[src/common/busPkg.sv]
// Register bus and status-line definitions for the time-of-day clock
// Register map, character codes and bus widths shared by the bus-facing blocks
`default_nettype none

package busPkg;

	typedef logic [2:0] regAddr_t;		// Register select
	typedef logic [7:0] busData_t;		// Register and character data
	typedef logic [5:0] column_t;		// Status-line column

	// Clock register map, eight bytes
	localparam regAddr_t RegDebounce = 3'd0;		// Free-running debounce count
	localparam regAddr_t RegSecOnes = 3'd1;
	localparam regAddr_t RegSecTens = 3'd2;
	localparam regAddr_t RegMinOnes = 3'd3;
	localparam regAddr_t RegMinTens = 3'd4;
	localparam regAddr_t RegHourOnes = 3'd5;
	localparam regAddr_t RegHourTens = 3'd6;		// Also holds the load flag
	localparam regAddr_t RegUnused = 3'd7;

	// Load flag position in the hours tens byte
	localparam int LoadFlagBit = 7;

	// First column of "HH:MM:SS"
	localparam column_t StatusColFirst = 6'd28;

	// Characters
	localparam busData_t AsciiZero = 8'h30;
	localparam busData_t AsciiColon = 8'h3A;
	localparam busData_t AsciiSpace = 8'h20;

	// Read value of the empty register slot
	localparam busData_t UnusedRead = 8'hFF;

endpackage

`default_nettype wire

[src/common/todPkg.sv]
// Time-keeping types and limits for the time-of-day clock
// Imported by the prescaler, the register file, the BCD counter and the formatter
`default_nettype none

package todPkg;

	// BCD field widths
	typedef logic [3:0] bcdDigit_t;		// Ones digit of sec, min or hours
	typedef logic [2:0] secTens_t;		// Tens of sec or min, 0..5
	typedef logic [1:0] hourTens_t;		// Tens of hours, 0..2

	// Sync line prescaler
	typedef logic [15:0] lineCount_t;

	// Sync lines per second
	// Counter wraps after DC9B, so one second is DC9B+1 lines
	localparam int LinesPerSecond = 56476;

	// Last value of a ones digit before it wraps
	localparam bcdDigit_t DigitMax = 4'd9;

	// Last value of seconds or minutes tens
	localparam secTens_t SecTensMax = 3'd5;

	// Hours tens in the twenties
	localparam hourTens_t HourTensMax = 2'd2;

	// Hours ones at 23, where the day wraps
	localparam bcdDigit_t DayLastHourOnes = 4'd3;

	// Midnight values
	localparam bcdDigit_t DigitZero = 4'd0;
	localparam secTens_t SecTensZero = 3'd0;
	localparam hourTens_t HourTensZero = 2'd0;

endpackage

`default_nettype wire
[src/timeOfDay.sv]
// Time-of-day clock top level, prescaler, register bank, BCD counter and status text
// Bus and character ports run on H_SYNC, LinesPerSecond sets the line rate
`timescale 1ns/1ps
`default_nettype none

module timeOfDay
	import todPkg::*, busPkg::*;
#(
	parameter int LinesPerSecond = todPkg::LinesPerSecond
)
(
	input wire logic H_SYNC,
	input wire logic RESET_N,
	input wire regAddr_t regSel,
	input wire logic regWrite,
	input wire busData_t regWrData,
	input wire column_t charCol,
	output busData_t regRdData,
	output busData_t charCode
);

	logic secondTick;
	busData_t debounceCount;
	logic loadFlag;

	// Preset fields
	bcdDigit_t setSecOnes;
	secTens_t setSecTens;
	bcdDigit_t setMinOnes;
	secTens_t setMinTens;
	bcdDigit_t setHourOnes;
	hourTens_t setHourTens;

	// Running time, to readback and status line
	bcdDigit_t secOnes;
	secTens_t secTens;
	bcdDigit_t minOnes;
	secTens_t minTens;
	bcdDigit_t hourOnes;
	hourTens_t hourTens;

	tickPrescaler #(
		.LinesPerSecond(LinesPerSecond)
	) prescaler_i (
		.H_SYNC(H_SYNC),
		.RESET_N(RESET_N),
		.secondTick(secondTick),
		.debounceCount(debounceCount)
	);

	clockRegisterFile regFile_i (
		.H_SYNC(H_SYNC),
		.RESET_N(RESET_N),
		.regSel(regSel),
		.regWrite(regWrite),
		.regWrData(regWrData),
		.regRdData(regRdData),
		.debounceCount(debounceCount),
		.secOnes(secOnes),
		.secTens(secTens),
		.minOnes(minOnes),
		.minTens(minTens),
		.hourOnes(hourOnes),
		.hourTens(hourTens),
		.setSecOnes(setSecOnes),
		.setSecTens(setSecTens),
		.setMinOnes(setMinOnes),
		.setMinTens(setMinTens),
		.setHourOnes(setHourOnes),
		.setHourTens(setHourTens),
		.loadFlag(loadFlag)
	);

	bcdTimeCounter counter_i (
		.H_SYNC(H_SYNC),
		.RESET_N(RESET_N),
		.secondTick(secondTick),
		.loadFlag(loadFlag),
		.setSecOnes(setSecOnes),
		.setSecTens(setSecTens),
		.setMinOnes(setMinOnes),
		.setMinTens(setMinTens),
		.setHourOnes(setHourOnes),
		.setHourTens(setHourTens),
		.secOnes(secOnes),
		.secTens(secTens),
		.minOnes(minOnes),
		.minTens(minTens),
		.hourOnes(hourOnes),
		.hourTens(hourTens)
	);

	statusLineChars chars_i (
		.charCol(charCol),
		.secOnes(secOnes),
		.secTens(secTens),
		.minOnes(minOnes),
		.minTens(minTens),
		.hourOnes(hourOnes),
		.hourTens(hourTens),
		.charCode(charCode)
	);

endmodule

`default_nettype wire

[src/statusLineChars.sv]
// Status-line text of the running time, read by the video fetcher per column
// Columns 28 to 35 give "HH:MM:SS", any other column gives a space
`timescale 1ns/1ps
`default_nettype none

module statusLineChars
	import todPkg::*, busPkg::*;
(
	input wire column_t charCol,
	input wire bcdDigit_t secOnes,
	input wire secTens_t secTens,
	input wire bcdDigit_t minOnes,
	input wire secTens_t minTens,
	input wire bcdDigit_t hourOnes,
	input wire hourTens_t hourTens,
	output busData_t charCode
);

	column_t colOffset;				// Position inside the time field

	// Digit to its ASCII code
	function automatic busData_t toAscii(input bcdDigit_t digit);
		return AsciiZero + {4'h0, digit};
	endfunction

	assign colOffset = charCol - StatusColFirst;	// Wraps high below the field

	always_comb
	begin
		case (colOffset)
			6'd0: charCode = toAscii(bcdDigit_t'(hourTens));
			6'd1: charCode = toAscii(hourOnes);
			6'd2: charCode = AsciiColon;
			6'd3: charCode = toAscii(bcdDigit_t'(minTens));
			6'd4: charCode = toAscii(minOnes);
			6'd5: charCode = AsciiColon;
			6'd6: charCode = toAscii(bcdDigit_t'(secTens));
			6'd7: charCode = toAscii(secOnes);
			default: charCode = AsciiSpace;		// Rest of the line blank
		endcase
	end

endmodule

`default_nettype wire

[src/clock/bcdTimeCounter.sv]
// Running BCD time of day, 24-hour cycle, one step per seconds tick
// A set load flag copies the preset on every tick instead of counting
`timescale 1ns/1ps
`default_nettype none

module bcdTimeCounter
	import todPkg::*;
(
	input wire logic H_SYNC,
	input wire logic RESET_N,
	input wire logic secondTick,
	input wire logic loadFlag,

	// Preset from the register file
	input wire bcdDigit_t setSecOnes,
	input wire secTens_t setSecTens,
	input wire bcdDigit_t setMinOnes,
	input wire secTens_t setMinTens,
	input wire bcdDigit_t setHourOnes,
	input wire hourTens_t setHourTens,

	// Running time
	output bcdDigit_t secOnes,
	output secTens_t secTens,
	output bcdDigit_t minOnes,
	output secTens_t minTens,
	output bcdDigit_t hourOnes,
	output hourTens_t hourTens
);

	// Carry out of each digit, valid when the tick lands
	logic secOnesCarry;
	logic secTensCarry;
	logic minOnesCarry;
	logic minTensCarry;
	logic hourOnesCarry;
	logic dayWrap;

	// One BCD digit step, wraps to zero after lastValue
	function automatic bcdDigit_t stepDigit(
		input bcdDigit_t value,
		input bcdDigit_t lastValue,
		input logic carryIn
	);
		bcdDigit_t result;
		if (!carryIn)
			result = value;				// Hold
		else if (value == lastValue)
			result = DigitZero;
		else
			result = value + 1'b1;
		return result;
	endfunction

	// Ripple chain, seconds to hours
	assign secOnesCarry = (secOnes == DigitMax);
	assign secTensCarry = secOnesCarry && (secTens == SecTensMax);	// xx:xx:59
	assign minOnesCarry = secTensCarry && (minOnes == DigitMax);
	assign minTensCarry = minOnesCarry && (minTens == SecTensMax);	// xx:59:59
	assign hourOnesCarry = minTensCarry && (hourOnes == DigitMax);	// 09 or 19
	assign dayWrap = minTensCarry && (hourTens == HourTensMax)
		&& (hourOnes == DayLastHourOnes);	// 23:59:59

	always_ff @(posedge H_SYNC or negedge RESET_N)
	begin
		if (!RESET_N)
		begin
			secOnes <= DigitZero;
			secTens <= SecTensZero;
			minOnes <= DigitZero;
			minTens <= SecTensZero;
			hourOnes <= DigitZero;
			hourTens <= HourTensZero;
		end
		else if (secondTick)
		begin
			if (loadFlag)
			begin
				// Preset copy, repeats each tick while flag stays set
				secOnes <= setSecOnes;
				secTens <= setSecTens;
				minOnes <= setMinOnes;
				minTens <= setMinTens;
				hourOnes <= setHourOnes;
				hourTens <= setHourTens;
			end
			else
			begin
				secOnes <= stepDigit(secOnes, DigitMax, 1'b1);
				secTens <= secTens_t'(stepDigit(bcdDigit_t'(secTens),
					bcdDigit_t'(SecTensMax), secOnesCarry));
				minOnes <= stepDigit(minOnes, DigitMax, secTensCarry);
				minTens <= secTens_t'(stepDigit(bcdDigit_t'(minTens),
					bcdDigit_t'(SecTensMax), minOnesCarry));
				if (dayWrap)
				begin
					hourOnes <= DigitZero;		// Back to 00:00:00
					hourTens <= HourTensZero;
				end
				else
				begin
					hourOnes <= stepDigit(hourOnes, DigitMax, minTensCarry);
					hourTens <= hourTens + hourTens_t'(hourOnesCarry);
				end
			end
		end
	end

endmodule

`default_nettype wire

[src/clock/clockRegisterFile.sv]
// Clock register bank on the bus, preset time and load flag on write
// Reads return the running time, the debounce count or FFh for the spare slot
`timescale 1ns/1ps
`default_nettype none

module clockRegisterFile
	import todPkg::*, busPkg::*;
(
	input wire logic H_SYNC,
	input wire logic RESET_N,

	// Bus side
	input wire regAddr_t regSel,
	input wire logic regWrite,
	input wire busData_t regWrData,
	output busData_t regRdData,

	// From prescaler
	input wire busData_t debounceCount,

	// Running time, read back only
	input wire bcdDigit_t secOnes,
	input wire secTens_t secTens,
	input wire bcdDigit_t minOnes,
	input wire secTens_t minTens,
	input wire bcdDigit_t hourOnes,
	input wire hourTens_t hourTens,

	// Preset time to the counter
	output bcdDigit_t setSecOnes,
	output secTens_t setSecTens,
	output bcdDigit_t setMinOnes,
	output secTens_t setMinTens,
	output bcdDigit_t setHourOnes,
	output hourTens_t setHourTens,
	output logic loadFlag
);

	// Write decode, lands on the next edge
	always_ff @(posedge H_SYNC or negedge RESET_N)
	begin
		if (!RESET_N)
		begin
			setSecOnes <= '0;
			setSecTens <= '0;
			setMinOnes <= '0;
			setMinTens <= '0;
			setHourOnes <= '0;
			setHourTens <= '0;
			loadFlag <= 1'b0;
		end
		else if (regWrite)
		begin
			case (regSel)
				RegSecOnes: setSecOnes <= regWrData[3:0];
				RegSecTens: setSecTens <= regWrData[2:0];
				RegMinOnes: setMinOnes <= regWrData[3:0];
				RegMinTens: setMinTens <= regWrData[2:0];
				RegHourOnes: setHourOnes <= regWrData[3:0];
				RegHourTens:
				begin
					setHourTens <= regWrData[1:0];
					loadFlag <= regWrData[LoadFlagBit];	// Copy preset on tick
				end
				default: ;					// Debounce and spare slot are read only
			endcase
		end
	end

	// Read mux, zero padded, no load flag in the read
	always_comb
	begin
		case (regSel)
			RegDebounce: regRdData = debounceCount;
			RegSecOnes: regRdData = {4'h0, secOnes};
			RegSecTens: regRdData = {5'h00, secTens};
			RegMinOnes: regRdData = {4'h0, minOnes};
			RegMinTens: regRdData = {5'h00, minTens};
			RegHourOnes: regRdData = {4'h0, hourOnes};
			RegHourTens: regRdData = {6'h00, hourTens};
			RegUnused: regRdData = UnusedRead;
			default: regRdData = UnusedRead;
		endcase
	end

endmodule

`default_nettype wire

[src/tickPrescaler.sv]
// Sync line prescaler, one pulse per second from H_SYNC
// Also runs the debounce counter that software polls through register 0
`timescale 1ns/1ps
`default_nettype none

module tickPrescaler
	import todPkg::*, busPkg::*;
#(
	parameter int LinesPerSecond = todPkg::LinesPerSecond
)
(
	input wire logic H_SYNC,
	input wire logic RESET_N,
	output logic secondTick,			// One line wide
	output busData_t debounceCount
);

	lineCount_t lineCount;
	logic lastLine;

	// Final line of the second
	assign lastLine = (lineCount == lineCount_t'(LinesPerSecond - 1));
	assign secondTick = lastLine;

	always_ff @(posedge H_SYNC or negedge RESET_N)
	begin
		if (!RESET_N)
		begin
			lineCount <= '0;
			debounceCount <= '0;
		end
		else
		begin
			if (lastLine)
				lineCount <= '0;			// Wrap
			else
				lineCount <= lineCount + 1'b1;

			// Odd to even, every second line
			if (lineCount[0])
				debounceCount <= debounceCount + 1'b1;	// Wraps at 256
		end
	end

endmodule

`default_nettype wire

[config.mk]
export PLATFORM = sky130hd
export DESIGN_NAME = timeOfDay
export DESIGN_NICKNAME = d
export VERILOG_FILES = /design/src/common/busPkg.sv /design/src/common/todPkg.sv /design/src/timeOfDay.sv /design/src/statusLineChars.sv /design/src/clock/bcdTimeCounter.sv /design/src/clock/clockRegisterFile.sv /design/src/tickPrescaler.sv
export SDC_FILE = /design/constraint.sdc
export NUM_CORES = 1
export LEC_CHECK = 0
export ABC_CLOCK_PERIOD_IN_PS = 1810
export BUFFER_PORTS_ARGS = -buffer_cell sky130_fd_sc_hd__buf_2
export CORE_MARGIN = 2
export CORE_UTILIZATION = 54
export DETAILED_ROUTE_END_ITERATION = 10
export PLACE_DENSITY = 0.86
export SYNTH_ARGS = -nofsm -noshare
export SYNTH_HDL_FRONTEND = slang
export SYNTH_SLANG_ARGS = --single-unit
[constraint.sdc]
create_clock -name H_SYNC -period 1.81 [get_ports H_SYNC]
set_input_delay 0.0905 -clock H_SYNC [delete_from_list [all_inputs] [get_ports H_SYNC]]
set_output_delay 0.0905 -clock H_SYNC [all_outputs]
set_load 0.01 [all_outputs]
Yosys cells after proc, flatten, opt, wreduce, memory -nomap -nowiden
Cells that the tools add are included.
{"block": "word_totals", "out_inout_bits": 16, "register_bits": 65, "elab_cells": 95}
{"block": "op_classes", "n_reduce_logical": 23, "n_addsub": 15, "eq_ne": 22, "n_mux": 20}
{"cell": "one-hot mux 8 bit (8 select lines)", "n": 1}
{"cell": "one-hot mux 8 bit (7 select lines)", "n": 1}
{"cell": "two-way mux 4 bit", "n": 9}
{"cell": "== test 6 x 3 -> 1 bit, second input constant", "n": 4}
{"cell": "adder 6 x 4 -> 7 bit, first input constant", "n": 3}
{"cell": "AND reduction 2 bit", "n": 10}
{"cell": "== test 3 bit, second input constant", "n": 6}
{"cell": "two-way mux 3 bit", "n": 6}
{"cell": "adder 16 x 1 -> 16 bit, second input constant", "n": 1}
{"cell": "== test 16 bit, second input constant", "n": 1}
{"cell": "two-way mux 16 bit", "n": 1}
{"cell": "adder 6 x 3 -> 7 bit, first input constant", "n": 2}
{"cell": "adder 4 x 1 -> 4 bit, second input constant", "n": 3}
{"cell": "== test 4 bit, second input constant", "n": 3}
{"cell": "== test 6 x 2 -> 1 bit, second input constant", "n": 2}
{"cell": "adder 8 x 1 -> 8 bit, second input constant", "n": 1}
{"cell": "adder 6 x 2 -> 7 bit, first input constant", "n": 1}
{"cell": "adder 3 x 1 -> 3 bit, second input constant", "n": 2}
{"cell": "== test 3 x 2 -> 1 bit, second input constant", "n": 2}
{"cell": "== test 6 x 1 -> 1 bit, second input constant", "n": 1}
{"cell": "logical AND 1 bit", "n": 6}
{"cell": "logical NOT 6 bit", "n": 1}
{"cell": "nonzero test 2 bit", "n": 3}
{"cell": "subtractor 6 x 5 -> 6 bit, second input constant", "n": 1}
{"cell": "8 further kinds", "n": 9}

Logic depth before layout (Yosys ltp)
Gate-level depths: netlist (run 1).
{"block": "depth", "ltp_word": 8, "ltp_mapped": 9, "mapped_depth_nobuf": 8}

By module
From an unflattened synthesis (run 1), not the netlist that was laid out.
{"block": "hier_totals", "hier_cells": 379, "hier_area_um2": 3917.5}
{"module": "bcdTimeCounter", "area_each_um2": 1377.6, "seq_area_each_um2": 500.5, "cells_each": 159, "instances": 1}
{"module": "clockRegisterFile", "area_each_um2": 1157.4, "seq_area_each_um2": 525.5, "cells_each": 86, "instances": 1}
{"module": "tickPrescaler", "area_each_um2": 1104.8, "seq_area_each_um2": 600.6, "cells_each": 97, "instances": 1}
{"module": "statusLineChars", "area_each_um2": 277.8, "seq_area_each_um2": 0.0, "cells_each": 37, "instances": 1}

Worst setup path after synthesis (run 1)
OpenSTA, ideal clock, no wires.
{"block": "synth_path", "path_kind": "flip-flop to flip-flop", "from": "register prescaler_i.lineCount[1]", "to": "register counter_i.hourOnes[1]", "setup_ps": 124, "arrival_time_ps": 1707, "path_buffers": 2, "path_slack_ps": -21, "stages_incl_launch_ff": 8, "path_cell_list": "dfrtp_1 ha_1 clkbuf_2 and4bb_2 and4_1 buf_2 and3_1 a211o_1"}
{"block": "synth_via", "elab_chain_len": 2}
{"element": "start, declared", "line_no": "tickPrescaler.sv:18", "source": "lineCount_t lineCount;"}
{"element": "start signal, assigned", "line_no": "tickPrescaler.sv:37", "source": "lineCount <= lineCount + 1'b1;"}
{"element": "== test 16 bit", "line_no": "tickPrescaler.sv:22", "source": "assign lastLine = (lineCount == lineCount_t'(LinesPerSecond - 1));"}
{"element": "AND reduction 2 bit (no line)"}
{"element": "end signal, assigned", "line_no": "bcdTimeCounter.sv:84", "source": "hourOnes <= setHourOnes;"}
{"element": "end signal, assigned", "line_no": "bcdTimeCounter.sv:97", "source": "hourOnes <= DigitZero;"}
{"element": "end signal, assigned", "line_no": "bcdTimeCounter.sv:102", "source": "hourOnes <= stepDigit(hourOnes, DigitMax, minTensCarry);"}
{"element": "end, declared", "line_no": "bcdTimeCounter.sv:27", "source": "output bcdDigit_t hourOnes,"}
Every way passes these cells.
A chain may end at the register's enable or synchronous reset.

Worst setup path in the final report (run 1)
{"block": "layout_path", "from": "register prescaler_i.lineCount[5]", "to": "register counter_i.hourOnes[2]"}
The elaborated chain is that of the path after synthesis.

==> results of run 1 <==
-- sequential cells by signal, indices dropped and copies added, names as in the netlist, 3 cells and up --
register	flops
regFile_i.setMinOnes	4
counter_i.hourOnes	4
counter_i.secTens	3
regFile_i.setSecTens	3
counter_i.secOnes	4
prescaler_i.debounceCount	8
regFile_i.setMinTens	3
counter_i.minOnes	4
regFile_i.setHourOnes	4
regFile_i.setSecOnes	4
prescaler_i.lineCount	16
counter_i.minTens	3
-- cell type report --
cell class                      instances  area (sq um)  area share (%)
Inverter                               15          56.3            1.19
Sequential cell                        65          1630            34.5
Multi-Input combinational cell        300          2130            45.1
Clock inverter                          6           115            2.44
Timing Repair Buffer                   75           528            11.2
Clock buffer                           10           138            2.92
Tap cell                               99           124            2.62
-- power breakdown --
part           internal [mW]  total, mW  switching [mW]
clock                  0.956       1.54           0.588
sequential              1.56       1.65          0.0896
combinational          0.208      0.464           0.256
total                   2.72       3.65           0.934
-- per-stage QoR --
stage | hold slack [ns] | setup slack (ns) | power, mW
after floorplan | -0.205 | 0.00848 | 1.93
after CTS | 0.00353 | 0.0107 | 3.66
final | 0.00955 | 0.0281 | 3.65
after global placement | 0.0992 | 0.0397 | 2.09
after global routing | 0.0227 | -0.00971 | 3.79
after detailed placement | 0.101 | 0.00244 | 2.11
-- Yosys cell counts, types with 6 or more instances --
master	number	area, sq um
sky130_fd_sc_hd__inv_1	15	56.3
sky130_fd_sc_hd__clkbuf_1	19	71.3
sky130_fd_sc_hd__dfrtp_1	65	1630
sky130_fd_sc_hd__mux2i_1	6	60.1
sky130_fd_sc_hd__mux2_2	23	259
sky130_fd_sc_hd__and3_1	8	50.1
sky130_fd_sc_hd__buf_2	9	45.0
sky130_fd_sc_hd__o211ai_1	6	45.0
sky130_fd_sc_hd__a21oi_1	22	110
sky130_fd_sc_hd__nand3_1	17	85.1
sky130_fd_sc_hd__nand4_1	11	68.8
sky130_fd_sc_hd__nor2_1	27	101
sky130_fd_sc_hd__nand2_1	18	67.6
sky130_fd_sc_hd__nor2b_1	8	50.1
sky130_fd_sc_hd__o21ai_0	22	110
sky130_fd_sc_hd__nor3_1	6	30.0
sky130_fd_sc_hd__a21o_1	7	52.6
sky130_fd_sc_hd__xor2_1	7	61.3
sky130_fd_sc_hd__nor4_1	6	37.5
sky130_fd_sc_hd__xnor2_1	12	105
-- path summary, 6_finish.rpt --
path | to | slack [ns] | from
worst min register to register | prescaler_i.debounceCount[7] | 0.48 | prescaler_i.debounceCount[7]
worst min-delay path | regFile_i.setMinOnes[3] | 0.01 | regWrData[3]
min in group asynchronous | prescaler_i.lineCount[9] | 0.24 | RESET_N
worst max register to register | counter_i.hourOnes[2] | 0.03 | prescaler_i.lineCount[5]
max in group asynchronous | counter_i.hourTens[1] | 0.94 | RESET_N
worst max-delay path | counter_i.hourOnes[2] | 0.03 | prescaler_i.lineCount[5]
-- repair_timing --
item | CTS | global route
hold endpoints to repair | 22 | 0
endpoints found under the setup margin | 3 | 12
gates cloned | 0 | 0
hold buffers | 2 | 0
pin swaps | 1 | 3
resized for setup | 3 | 6
buffers inserted | 0 | 4
-- cell families (layout without fill, tap and decap cells) --
group,Yosys count,in the layout,share of synthesized area (%)
buffers and inverters,49,106,5.54
multiplexers,29,29,8.08
other,2,3,0.190
AND/OR/NAND/NOR,138,138,20.9
XOR/XNOR,19,19,4.21
AO/OA/AOI/OAI,106,106,18.3
flip-flops,65,65,41.2
adder cells (fa/ha/maj),5,5,1.58
-- per-layer routing --
| metal | up-vias | global-route usage (%) | share of wire (%) |
|---|---|---|---|
| li1 | 1647 | - | - |
| met1 | 1746 | 36.6 | 43 |
| met2 | 198 | 40.9 | 45 |
| met3 | 45 | 3.60 | 8.2 |
| met4 | 0 | 13.3 | 3.5 |
| met5 | - | 0 | 0 |
-- worst max-delay path, cell delays in order (launching register included) --
cell and delay [ns]:
sky130_fd_sc_hd__dfrtp_1 0.41, sky130_fd_sc_hd__nor4b_4 0.33, sky130_fd_sc_hd__nand4_2 0.23, sky130_fd_sc_hd__buf_4 0.22, sky130_fd_sc_hd__nor4_1 0.37, sky130_fd_sc_hd__a221o_1 0.17
==> results.rst, run 1 <==
.. list-table::
   :header-rows: 1

   * - Metric
     - Value
   * - Drt first pass iters
     - 6
   * - Total inserted antenna cells
     - 0
   * - Standard cell core area
     - 7180 sq um
   * - Number of instances in the placed design
     - 548
   * - Gate count of the mapped netlist
     - 413
   * - Iteration-0 DRC Markers
     - 401
   * - Tightest slew margin relative to the limit
     - 65.4%
   * - Clock tree from TritonCTS
     - built
   * - Fmax achieved
     - 561 MHz
   * - Number of buffers added on ports
     - 29
   * - Total CTS buffers
     - 9
   * - Leading cell types in the layout, fill and taps excluded
     - 63 x sky130_fd_sc_hd__dfrtp_1, 40 x sky130_fd_sc_hd__buf_4, 29 x sky130_fd_sc_hd__buf_2
   * - Per-cell routed wire length
     - 18.1 um
   * - Buffer type at the clock tree root
     - sky130_fd_sc_hd__clkbuf_8
   * - PwrDens
     - 774 nW/um^2
   * - RSZ-0062 raised after global routing
     - yes
   * - Netlist area before placement
     - 3950 sq um
   * - Overall fraction of global-route tracks in use
     - 26.5%
   * - Post-detailed-placement half-perimeter wirelength
     - 7.15 mm
   * - Fin crit share
     - 98.4%
   * - Async set-or-reset flop fraction in the synthesized netlist
     - 100%
   * - Kind of capture point of the worst setup path
     - flop
   * - Shortest period the worst path allows
     - 1.78 ns
   * - Leading cell type in the layout, fill and taps excluded
     - sky130_fd_sc_hd__dfrtp_1
   * - Leakage component of the power
     - 2.11 nW
   * - Crit-path max FO
     - 5
   * - Max Transition Viols Final
     - 0
   * - Maximum level of the CTS H-tree
     - 3
   * - Result of the run
     - completed
   * - Gpl congestion
     - 0.933
   * - Total grt overflow
     - 0
   * - Die Y
     - 89.5 um
   * - Data arrival at the endpoint of the critical path
     - 2.07 ns
   * - Number of vias per cell
     - 6.38
   * - Worst skew pair latency
     - 0.35 ns
   * - Site Rows
     - 31
   * - Post-detailed-route count of antenna-violating nets
     - 0
   * - Seq/Total Area, Yosys
     - 41.2%
   * - Worst Max-Slew Pin Slew
     - 0.519 ns
   * - Post-DP Area
     - 4390 sq um
   * - Initial core utilization
     - 55.0%
   * - Fill count
     - 522
   * - TNS Setup
     - 0 ns
   * - Number of cells traversed by the worst hold path
     - 2
   * - Initial antenna violation count
     - 0
   * - Post-Route Utilization
     - 65.8%
   * - IO Count
     - 36
   * - Category of the critical setup timing path
     - flop to flop
   * - Number of buffers between clock root and the deepest sink
     - 2
   * - Via count of the first global-routing pass
     - 3224
   * - Total wire length after detailed routing
     - 10.3 mm
   * - Yosys warning total
     - 0
   * - Die width
     - 89.5 um
   * - Post-route DRC violation count
     - 0
   * - Largest vdd supply drop
     - 0.421 mV
   * - Setup Skew
     - 0.00872 ns
   * - Post-Syn Area per Cell
     - 9.56 sq um
   * - Wire length of the first global-routing pass
     - 16.0 mm
   * - Hold violation count in the final report
     - 0
   * - Largest net degree at the start of global routing
     - 45
   * - Die area
     - 8010 sq um
   * - Library cells used by synthesis
     - 65
   * - Register bit count reported by yosys
     - 65
   * - Finished Layout Cells
     - 570
   * - Count of endpoints failing setup in the final report
     - 0
   * - Worst Reg2Reg Path Length in Cells
     - 5
   * - Area growth syn-to-layout
     - 19.5%
   * - Clock Pin Slew Worst Setup and Hold Paths
     - 0.08 ns
   * - Critical Path Source Type
     - flop
   * - Total via count in the routed design
     - 3636
   * - Final design instance area without fill
     - 4720 sq um
   * - Max Cap Violations
     - 0
   * - Critical path data required time
     - 2.10 ns
   * - Primary flip-flop cell chosen by synthesis mapping
     - sky130_fd_sc_hd__dfrtp_1
   * - Nets
     - 491
   * - Proportion of layout cells with a drive suffix above 1
     - 26.3%
   * - Hold Crit Class
     - input pin to flop
   * - Sink count of the clock tree
     - 65
   * - EDFF count, synth
     - 0
Note: power is estimated with default switching activity, not from simulation.
==> run 2: changes to the inputs <==
--- a/constraint.sdc
+++ b/constraint.sdc
@@ -3,2 +3,2 @@
 set_output_delay 0.0905 -clock H_SYNC [all_outputs]
-set_load 0.01 [all_outputs]
+set_load 0.005 [all_outputs]
==> results.rst, run 2 (synthesized netlist as in run 1, its figures left out) <==
.. list-table::
   :header-rows: 1

   * - Metric
     - Value
   * - Result of the run
     - completed (unchanged)
   * - Number of buffers added on ports
     - 29 (unchanged)
   * - Largest registers
     - prescaler_i.lineCount (16), prescaler_i.debounceCount (8) (unchanged)
   * - Number of vias per cell
     - 6.25 (was 6.38)
   * - Max Cap Violations
     - 0 (unchanged)
   * - Area growth syn-to-layout
     - 19.6% (was 19.5%)
   * - Number of cells traversed by the worst hold path
     - 2 (unchanged)
   * - Buffer type at the clock tree root
     - sky130_fd_sc_hd__clkbuf_8 (unchanged)
   * - Via count of the first global-routing pass
     - 3306 (was 3224)
   * - Leakage component of the power
     - 2.10 nW (was 2.11 nW)
   * - Worst Reg2Reg Path Length in Cells
     - 8 (was 5)
   * - Total number of cells along the worst setup path
     - 8 (was 5)
   * - Total via count in the routed design
     - 3557 (was 3636)
   * - Total grt overflow
     - 0 (unchanged)
   * - Total CTS buffers
     - 9 (unchanged)
   * - Worst skew pair latency
     - 0.35 ns (about the same)
   * - Critical Path Source Type
     - flop (unchanged)
   * - Die Y
     - 89.5 um (unchanged)
   * - Overall fraction of global-route tracks in use
     - 26.7% (was 26.5%)
   * - Hold violation count in the final report
     - 0 (unchanged)
   * - Gpl congestion
     - 0.942 (was 0.933)
   * - Drt first pass iters
     - 5 (was 6)
   * - Post-detailed-placement half-perimeter wirelength
     - 7.25 mm (was 7.15 mm)
   * - PwrDens
     - 772 nW/um^2 (was 774 nW/um^2)
   * - Hold Crit Class
     - input pin to flop (unchanged)
   * - Post-detailed-route count of antenna-violating nets
     - 0 (unchanged)
   * - Maximum level of the CTS H-tree
     - 3 (unchanged)
   * - Largest vdd supply drop
     - 0.454 mV (was 0.421 mV)
   * - Largest net degree at the start of global routing
     - 45 (unchanged)
   * - Crit-path max FO
     - 7 (was 5)
   * - Die width
     - 89.5 um (unchanged)
   * - Number of buffers between clock root and the deepest sink
     - 2 (unchanged)
   * - Max Transition Viols Final
     - 0 (unchanged)
   * - Total inserted antenna cells
     - 0 (unchanged)
   * - IO Count
     - 36 (unchanged)
   * - Wire length of the first global-routing pass
     - 16.1 mm (was 16.0 mm)
   * - Gate family responsible for the most delay along the worst path
     - flip-flops (was simple AND/OR/NAND/NOR gates)
   * - Site Rows
     - 31 (unchanged)
   * - Slowest stage delay, CP
     - 0.48 ns (was 0.41 ns)
   * - Setup Skew
     - 0.0131 ns (was 0.00872 ns)
   * - Tightest slew margin relative to the limit
     - 64.9% (was 65.4%)
   * - Standard cell core area
     - 7180 sq um (unchanged)
   * - Max FFs per register
     - 16 (unchanged)
   * - Fmax achieved
     - 568 MHz (was 561 MHz)
   * - Worst-path cell chain
     - inv_1 > ha_1 > nand3b_1 > nor2_1 > ha_1 > a22oi_1 > nor2_1 > a211o_1 (was nor4b_4 > nand4_2 > buf_4 > nor4_1 > a221o_1)
   * - Sink count of the clock tree
     - 65 (unchanged)
   * - Initial core utilization
     - 55.0% (unchanged)
   * - Post-route DRC violation count
     - 0 (unchanged)
   * - Fin crit share
     - 97.3% (was 98.4%)
   * - TNS Setup
     - 0 ns (unchanged)
   * - Setup slack on the worst flop-to-flop path
     - 0.05 ns (was 0.03 ns)
   * - Clock tree from TritonCTS
     - built (unchanged)
   * - WHS
     - 0.0115 ns (was 0.00955 ns)
   * - Register with the highest flop count
     - prescaler_i.lineCount (unchanged)
   * - Critical path data required time
     - 2.04 ns (was 2.10 ns)
   * - Category of the critical setup timing path
     - flop to flop (unchanged)
   * - Die area
     - 8010 sq um (unchanged)
   * - Kind of capture point of the worst setup path
     - flop (unchanged)
   * - Initial antenna violation count
     - 0 (unchanged)
   * - Proportion of layout cells with a drive suffix above 1
     - 26.6% (was 26.3%)
   * - Clock Pin Slew Worst Setup and Hold Paths
     - 0.08 ns (about the same)
   * - Nets
     - 490 (was 491)
   * - Leading cell type in the layout, fill and taps excluded
     - sky130_fd_sc_hd__dfrtp_1 (unchanged)
   * - Per-cell routed wire length
     - 17.9 um (was 18.1 um)
   * - Total wire length after detailed routing
     - 10.2 mm (was 10.3 mm)
   * - Count of endpoints failing setup in the final report
     - 0 (unchanged)
   * - Leading cell types in the layout, fill and taps excluded
     - 64 x sky130_fd_sc_hd__dfrtp_1, 39 x sky130_fd_sc_hd__buf_4, 29 x sky130_fd_sc_hd__buf_2 (was 63 x sky130_fd_sc_hd__dfrtp_1, 40 x sky130_fd_sc_hd__buf_4, 29 x sky130_fd_sc_hd__buf_2)
   * - Data arrival at the endpoint of the critical path
     - 1.99 ns (was 2.07 ns)
   * - Iteration-0 DRC Markers
     - 374 (was 401)
   * - Post-Route Utilization
     - 65.9% (was 65.8%)
   * - Shortest period the worst path allows
     - 1.76 ns (was 1.78 ns)
   * - Sum of buffers and inverters on the critical path
     - 1 (unchanged)
   * - Worst Max-Slew Pin Slew
     - 0.527 ns (was 0.519 ns)
   * - Slowest cell on the critical path
     - sky130_fd_sc_hd__dfrtp_1 (unchanged)
[run 2: what timing repair did]
| action | 4_1_cts | 5_1_grt |
|---|---|---|
| endpoints found under the setup margin | 1 | 14 |
| resized for setup | 1 | 11 |
| cloned | 0 | 0 |
| hold buffers | 2 | 0 |
| buffers inserted | 0 | 3 |
| endpoints found under the hold margin | 22 | 0 |
| pin swaps | 0 | 1 |
[run 2: through the flow]
stage          setup WS, ns  total power [mW]  cells  area, sq um
2_1_floorplan       0.00848              1.93    414         3970
6_report             0.0494              3.65    569         4730
3_3_place_gp         0.0410              2.08    548         4390
5_1_grt             -0.0274              3.79    569         4730
4_1_cts             0.00411              3.65    566         4670
3_5_place_dp         0.0150              2.11    548         4390
[run 2: path summary, 6_finish.rpt]
kind	endpoint	start
setup / recovery	counter_i.hourTens[1]	counter_i.hourOnes[1]
hold / removal	regFile_i.setHourOnes[3]	regWrData[3]
setup reg to reg	counter_i.hourTens[1]	counter_i.hourOnes[1]
hold reg to reg	prescaler_i.debounceCount[7]	prescaler_i.debounceCount[7]
max in group asynchronous	counter_i.hourTens[1]	RESET_N
min in group asynchronous	prescaler_i.lineCount[9]	RESET_N
[run 2: power by group]
part / switching (mW) / total (mW) / internal (mW)
combinational: 0.251 / 0.459 / 0.208
clock: 0.591 / 1.55 / 0.957
sequential: 0.0870 / 1.64 / 1.56
[run 2: layout make-up]
| cell class | instances | area [sq um] |
|---|---|---|
| clock buffers | 10 | 138 |
| clock inverters | 6 | 115 |
| well taps | 99 | 124 |
| fillers | 527 | 2450 |
| flip-flops and latches | 65 | 1630 |
| multi-input cells | 300 | 2140 |
| repair buffers | 74 | 520 |
| inverters | 15 | 56.3 |
[run 2: metal layers]
metal	global-route usage, %	share of wire, %
met1	36.1	42
met2	41.1	48
met3	7.20	8.2
met4	9.77	1.5
met5	0	0
==> run 3: changes to the inputs <==
Settings changed: ABC_AREA set to 1, PLACE_DENSITY 0.86 to 0.87.
==> results.rst, run 3 <==
.. list-table::
   :header-rows: 1

   * - Metric
     - Value
   * - Result of the run
     - completed (unchanged)
   * - Register bit count reported by yosys
     - 65 (unchanged)
   * - Total via count in the routed design
     - 3669 (was 3557)
   * - Post-route DRC violation count
     - 0 (unchanged)
   * - Psw
     - 0.904 mW (was 0.929 mW)
   * - Kind of capture point of the worst setup path
     - flop (unchanged)
   * - Worst Reg2Reg Path Length in Cells
     - 9 (was 8)
   * - Largest registers
     - prescaler_i.lineCount (16), prescaler_i.debounceCount (8) (unchanged)
   * - Area share of the largest cell type after synthesis
     - 42.6% (was 41.2%)
   * - Total grt overflow
     - 0 (unchanged)
   * - Data arrival at the endpoint of the critical path
     - 2.01 ns (was 1.99 ns)
   * - Leading cell type in the layout, fill and taps excluded
     - sky130_fd_sc_hd__nand2_1 (was sky130_fd_sc_hd__dfrtp_1)
   * - Standard cell core area
     - 6830 sq um (was 7180 sq um)
   * - Maximum level of the CTS H-tree
     - 3 (unchanged)
   * - Top area cells in the synthesized netlist
     - sky130_fd_sc_hd__dfrtp_1 43%, sky130_fd_sc_hd__nand2_1 13%, sky130_fd_sc_hd__inv_1 6.5% (was sky130_fd_sc_hd__dfrtp_1 41%, sky130_fd_sc_hd__mux2_2 6.6%, sky130_fd_sc_hd__a21oi_1 2.8%)
   * - Post-detailed-route count of antenna-violating nets
     - 0 (unchanged)
   * - Register share of total power
     - 45.5% (was 45.0%)
   * - TNS Setup
     - 0 ns (unchanged)
   * - Final design instance area without fill
     - 4380 sq um (was 4730 sq um)
   * - Proportion of layout cells with a drive suffix above 1
     - 14.9% (was 26.6%)
   * - Largest net degree at the start of global routing
     - 66 (was 45)
   * - Overall fraction of global-route tracks in use
     - 24.8% (was 26.7%)
   * - Drt first pass iters
     - 5 (unchanged)
   * - Most frequent cell after synthesis
     - sky130_fd_sc_hd__nand2_1 (was sky130_fd_sc_hd__dfrtp_1)
   * - Number of instances in the placed design
     - 641 (was 548)
   * - Total CTS buffers
     - 9 (unchanged)
   * - Initial antenna violation count
     - 0 (unchanged)
   * - Max Cap Violations
     - 0 (unchanged)
   * - Leakage component of the power
     - 2.13 nW (was 2.10 nW)
   * - Setup Skew
     - 0.0144 ns (was 0.0131 ns)
   * - Leading cell types in the layout, fill and taps excluded
     - 132 x sky130_fd_sc_hd__nand2_1, 66 x sky130_fd_sc_hd__inv_1, 65 x sky130_fd_sc_hd__dfrtp_1 (was 64 x sky130_fd_sc_hd__dfrtp_1, 39 x sky130_fd_sc_hd__buf_4, 29 x sky130_fd_sc_hd__buf_2)
   * - Register with the highest flop count
     - prescaler_i.lineCount (unchanged)
   * - Gate family responsible for the most delay along the worst path
     - simple AND/OR/NAND/NOR gates (was flip-flops)
   * - Part of the total power dissipated in the clock network
     - 43.5% (was 42.4%)
   * - IO Count
     - 36 (unchanged)
   * - Fill count
     - 585 (was 527)
   * - Site Rows
     - 30 (was 31)
   * - Total wire length after detailed routing
     - 9.29 mm (was 10.2 mm)
   * - Max FFs per register
     - 16 (unchanged)
   * - Combinational share of power
     - 11.0% (was 12.6%)
   * - Area growth syn-to-layout
     - 14.7% (was 19.6%)
   * - Die area
     - 7760 sq um (was 8010 sq um)
   * - Total number of cells along the worst setup path
     - 9 (was 8)
   * - Async set-or-reset flop fraction in the synthesized netlist
     - 100% (unchanged)
   * - Primary flip-flop cell chosen by synthesis mapping
     - sky130_fd_sc_hd__dfrtp_1 (unchanged)
   * - Crit-path max FO
     - 5 (was 7)
   * - Nets
     - 583 (was 490)
   * - Largest vdd supply drop
     - 0.732 mV (was 0.454 mV)
   * - Count of endpoints failing setup in the final report
     - 0 (unchanged)
   * - Int Power
     - 2.59 mW (was 2.72 mW)
   * - Post-detailed-placement half-perimeter wirelength
     - 6.79 mm (was 7.25 mm)
   * - Max Transition Viols Final
     - 0 (unchanged)
   * - Fin crit share
     - 96.0% (was 97.3%)
   * - Initial core utilization
     - 55.9% (was 55.0%)
   * - Buffer type at the clock tree root
     - sky130_fd_sc_hd__clkbuf_8 (unchanged)
   * - Critical Path Source Type
     - flop (unchanged)
   * - Via count of the first global-routing pass
     - 3388 (was 3306)
   * - Die width
     - 88.1 um (was 89.5 um)
   * - Hold Crit Class
     - input pin to flop (unchanged)
   * - Gpl congestion
     - 0.956 (was 0.942)
   * - Worst path most repeated cell
     - sky130_fd_sc_hd__ha_1
   * - Library cells used by synthesis
     - 41 (was 65)
   * - Yosys warning total
     - 0 (unchanged)
   * - Category of the critical setup timing path
     - flop to flop (unchanged)
   * - Hold violation count in the final report
     - 0 (unchanged)
   * - Netlist area before placement
     - 3820 sq um (was 3950 sq um)
   * - List of most frequent post-synthesis cells
     - 132 x sky130_fd_sc_hd__nand2_1, 66 x sky130_fd_sc_hd__inv_1, 65 x sky130_fd_sc_hd__dfrtp_1 (was 65 x sky130_fd_sc_hd__dfrtp_1, 27 x sky130_fd_sc_hd__nor2_1, 23 x sky130_fd_sc_hd__mux2_2)
   * - Fmax achieved
     - 575 MHz (was 568 MHz)
   * - Number of cells traversed by the worst hold path
     - 3 (was 2)
   * - Critical path data required time
     - 2.09 ns (was 2.04 ns)
   * - Total inserted antenna cells
     - 0 (unchanged)
   * - RSZ-0062 raised after global routing
     - no
   * - Buffers inserted by post-CTS timing repair
     - 0 (unchanged)
   * - Iteration-0 DRC Markers
     - 372 (was 374)
   * - PwrDens
     - 798 nW/um^2 (was 772 nW/um^2)
   * - Post-Syn Area per Cell
     - 7.41 sq um (was 9.56 sq um)
   * - Post-DP Area
     - 4110 sq um (was 4390 sq um)
   * - Clock tree from TritonCTS
     - built (unchanged)
   * - Most area-hungry cell type in the Yosys netlist
     - sky130_fd_sc_hd__dfrtp_1 (unchanged)
   * - Clock Pin Slew Worst Setup and Hold Paths
     - 0.08 ns (about the same)
   * - Per-cell routed wire length
     - 14.1 um (was 17.9 um)
   * - Worst-path cell chain
     - inv_1 > ha_1 > nand2_1 > nor2_1 > and3_1 > ha_1 > xor2_1 > nand3_1 > a21oi_1 (was inv_1 > ha_1 > nand3b_1 > nor2_1 > ha_1 > a22oi_1 > nor2_1 > a211o_1)
   * - Number of buffers added on ports
     - 29 (unchanged)
   * - Number of vias per cell
     - 5.57 (was 6.25)
   * - Sum of buffers and inverters on the critical path
     - 1 (unchanged)
   * - Worst skew pair latency
     - 0.36 ns (was 0.35 ns)
   * - Wire length of the first global-routing pass
     - 15.0 mm (was 16.1 mm)
   * - Switching share of power
     - 25.9% (was 25.5%)
   * - Slowest cell on the critical path
     - sky130_fd_sc_hd__dfrtp_1 (unchanged)
   * - Finished Layout Cells
     - 659 (was 569)
   * - Sink count of the clock tree
     - 65 (unchanged)
   * - Die Y
     - 88.1 um (was 89.5 um)
   * - Slowest stage delay, CP
     - 0.43 ns (was 0.48 ns)
   * - Shortest period the worst path allows
     - 1.74 ns (was 1.76 ns)
   * - Seq/Total Area, Yosys
     - 42.6% (was 41.2%)
   * - Number of buffers between clock root and the deepest sink
     - 2 (unchanged)
   * - Gate count of the mapped netlist
     - 515 (was 413)
   * - EDFF count, synth
     - 0 (unchanged)
run 3: power groups by stage:
stage	clock, mW	combinational (mW)	sequential, mW
floorplan	0	0.247	1.60
global placement	0	0.366	1.61
detailed placement	0	0.377	1.61
CTS	1.53	0.383	1.59
global route	1.58	0.441	1.60
finish	1.52	0.385	1.59
run 3: stage by stage:
stage / total power, mW / setup slack, ns / hold slack, ns / util [%]
2_1_floorplan: 1.85 / 0.234 / -0.205 / -
3_3_place_gp: 1.98 / 0.210 / 0.131 / 60.2
3_5_place_dp: 1.99 / 0.122 / 0.133 / 60.2
4_1_cts: 3.50 / 0.113 / 0.0345 / 64.0
5_1_grt: 3.62 / 0.00628 / 0.0838 / 64.0
6_report: 3.49 / 0.0722 / 0.0282 / 64.0
run 3: worst paths after layout:
kind	startpoint	to	slack (ns)
worst max-delay path	counter_i.hourOnes[1]	counter_i.hourTens[1]	0.07
worst min-delay path	regWrData[3]	regFile_i.setMinOnes[3]	0.03
worst max register to register	counter_i.hourOnes[1]	counter_i.hourTens[1]	0.07
worst min register to register	prescaler_i.debounceCount[7]	prescaler_i.debounceCount[7]	0.48
max in group asynchronous	RESET_N	regFile_i.setMinTens[2]	1.26
min in group asynchronous	RESET_N	prescaler_i.lineCount[8]	0.27
run 3: final cells by class:
| type | instances | area, sq um | area share [%] |
|---|---|---|---|
| inverter | 72 | 270 | 6.18 |
| multi-input combinational | 371 | 1880 | 42.9 |
| tap | 96 | 120 | 2.75 |
| timing repair buffer | 39 | 238 | 5.43 |
| clock inverter | 7 | 119 | 2.72 |
| sequential | 65 | 1630 | 37.2 |
| clock buffer | 9 | 124 | 2.83 |
run 3: cell families (layout without fill, tap and decap cells):
family / count (synthesis) / after routing / synth area share [%]
flip-flops: 65 / 65 / 42.6
XOR/XNOR: 15 / 15 / 3.44
adder cells (fa/ha/maj): 5 / 5 / 1.64
AO/OA/AOI/OAI: 102 / 102 / 15.3
buffers and inverters: 80 / 127 / 8.33
AND/OR/NAND/NOR: 246 / 246 / 28.5
other: 2 / 3 / 0.197
run 3: worst reg2reg max path, delay by kind of cell (launching register included):
| family | cells | cell delay, ns |
|---|---|---|
| AO/OA/AOI/OAI | 1 | 0.17 |
| XOR/XNOR | 1 | 0.14 |
| buffers and inverters | 1 | 0.13 |
| AND/OR/NAND/NOR | 4 | 0.48 |
| flip-flops | 1 | 0.43 |
| adder cells (fa/ha/maj) | 2 | 0.31 |
run 3: per-layer routing:
| layer | track usage [%] | wire length [um] |
|---|---|---|
| met1 | 30.8 | 3900 |
| met2 | 42.3 | 4430 |
| met3 | 6.31 | 677 |
| met4 | 8.40 | 280 |
| met5 | 0 | 0 |
run 3: what timing repair did:
item / CTS / global route
hold endpoints to repair: 66 / 0
endpoints found under the setup margin: 0 / 1
resized for setup: 0 / 1
hold buffers: 2 / 0
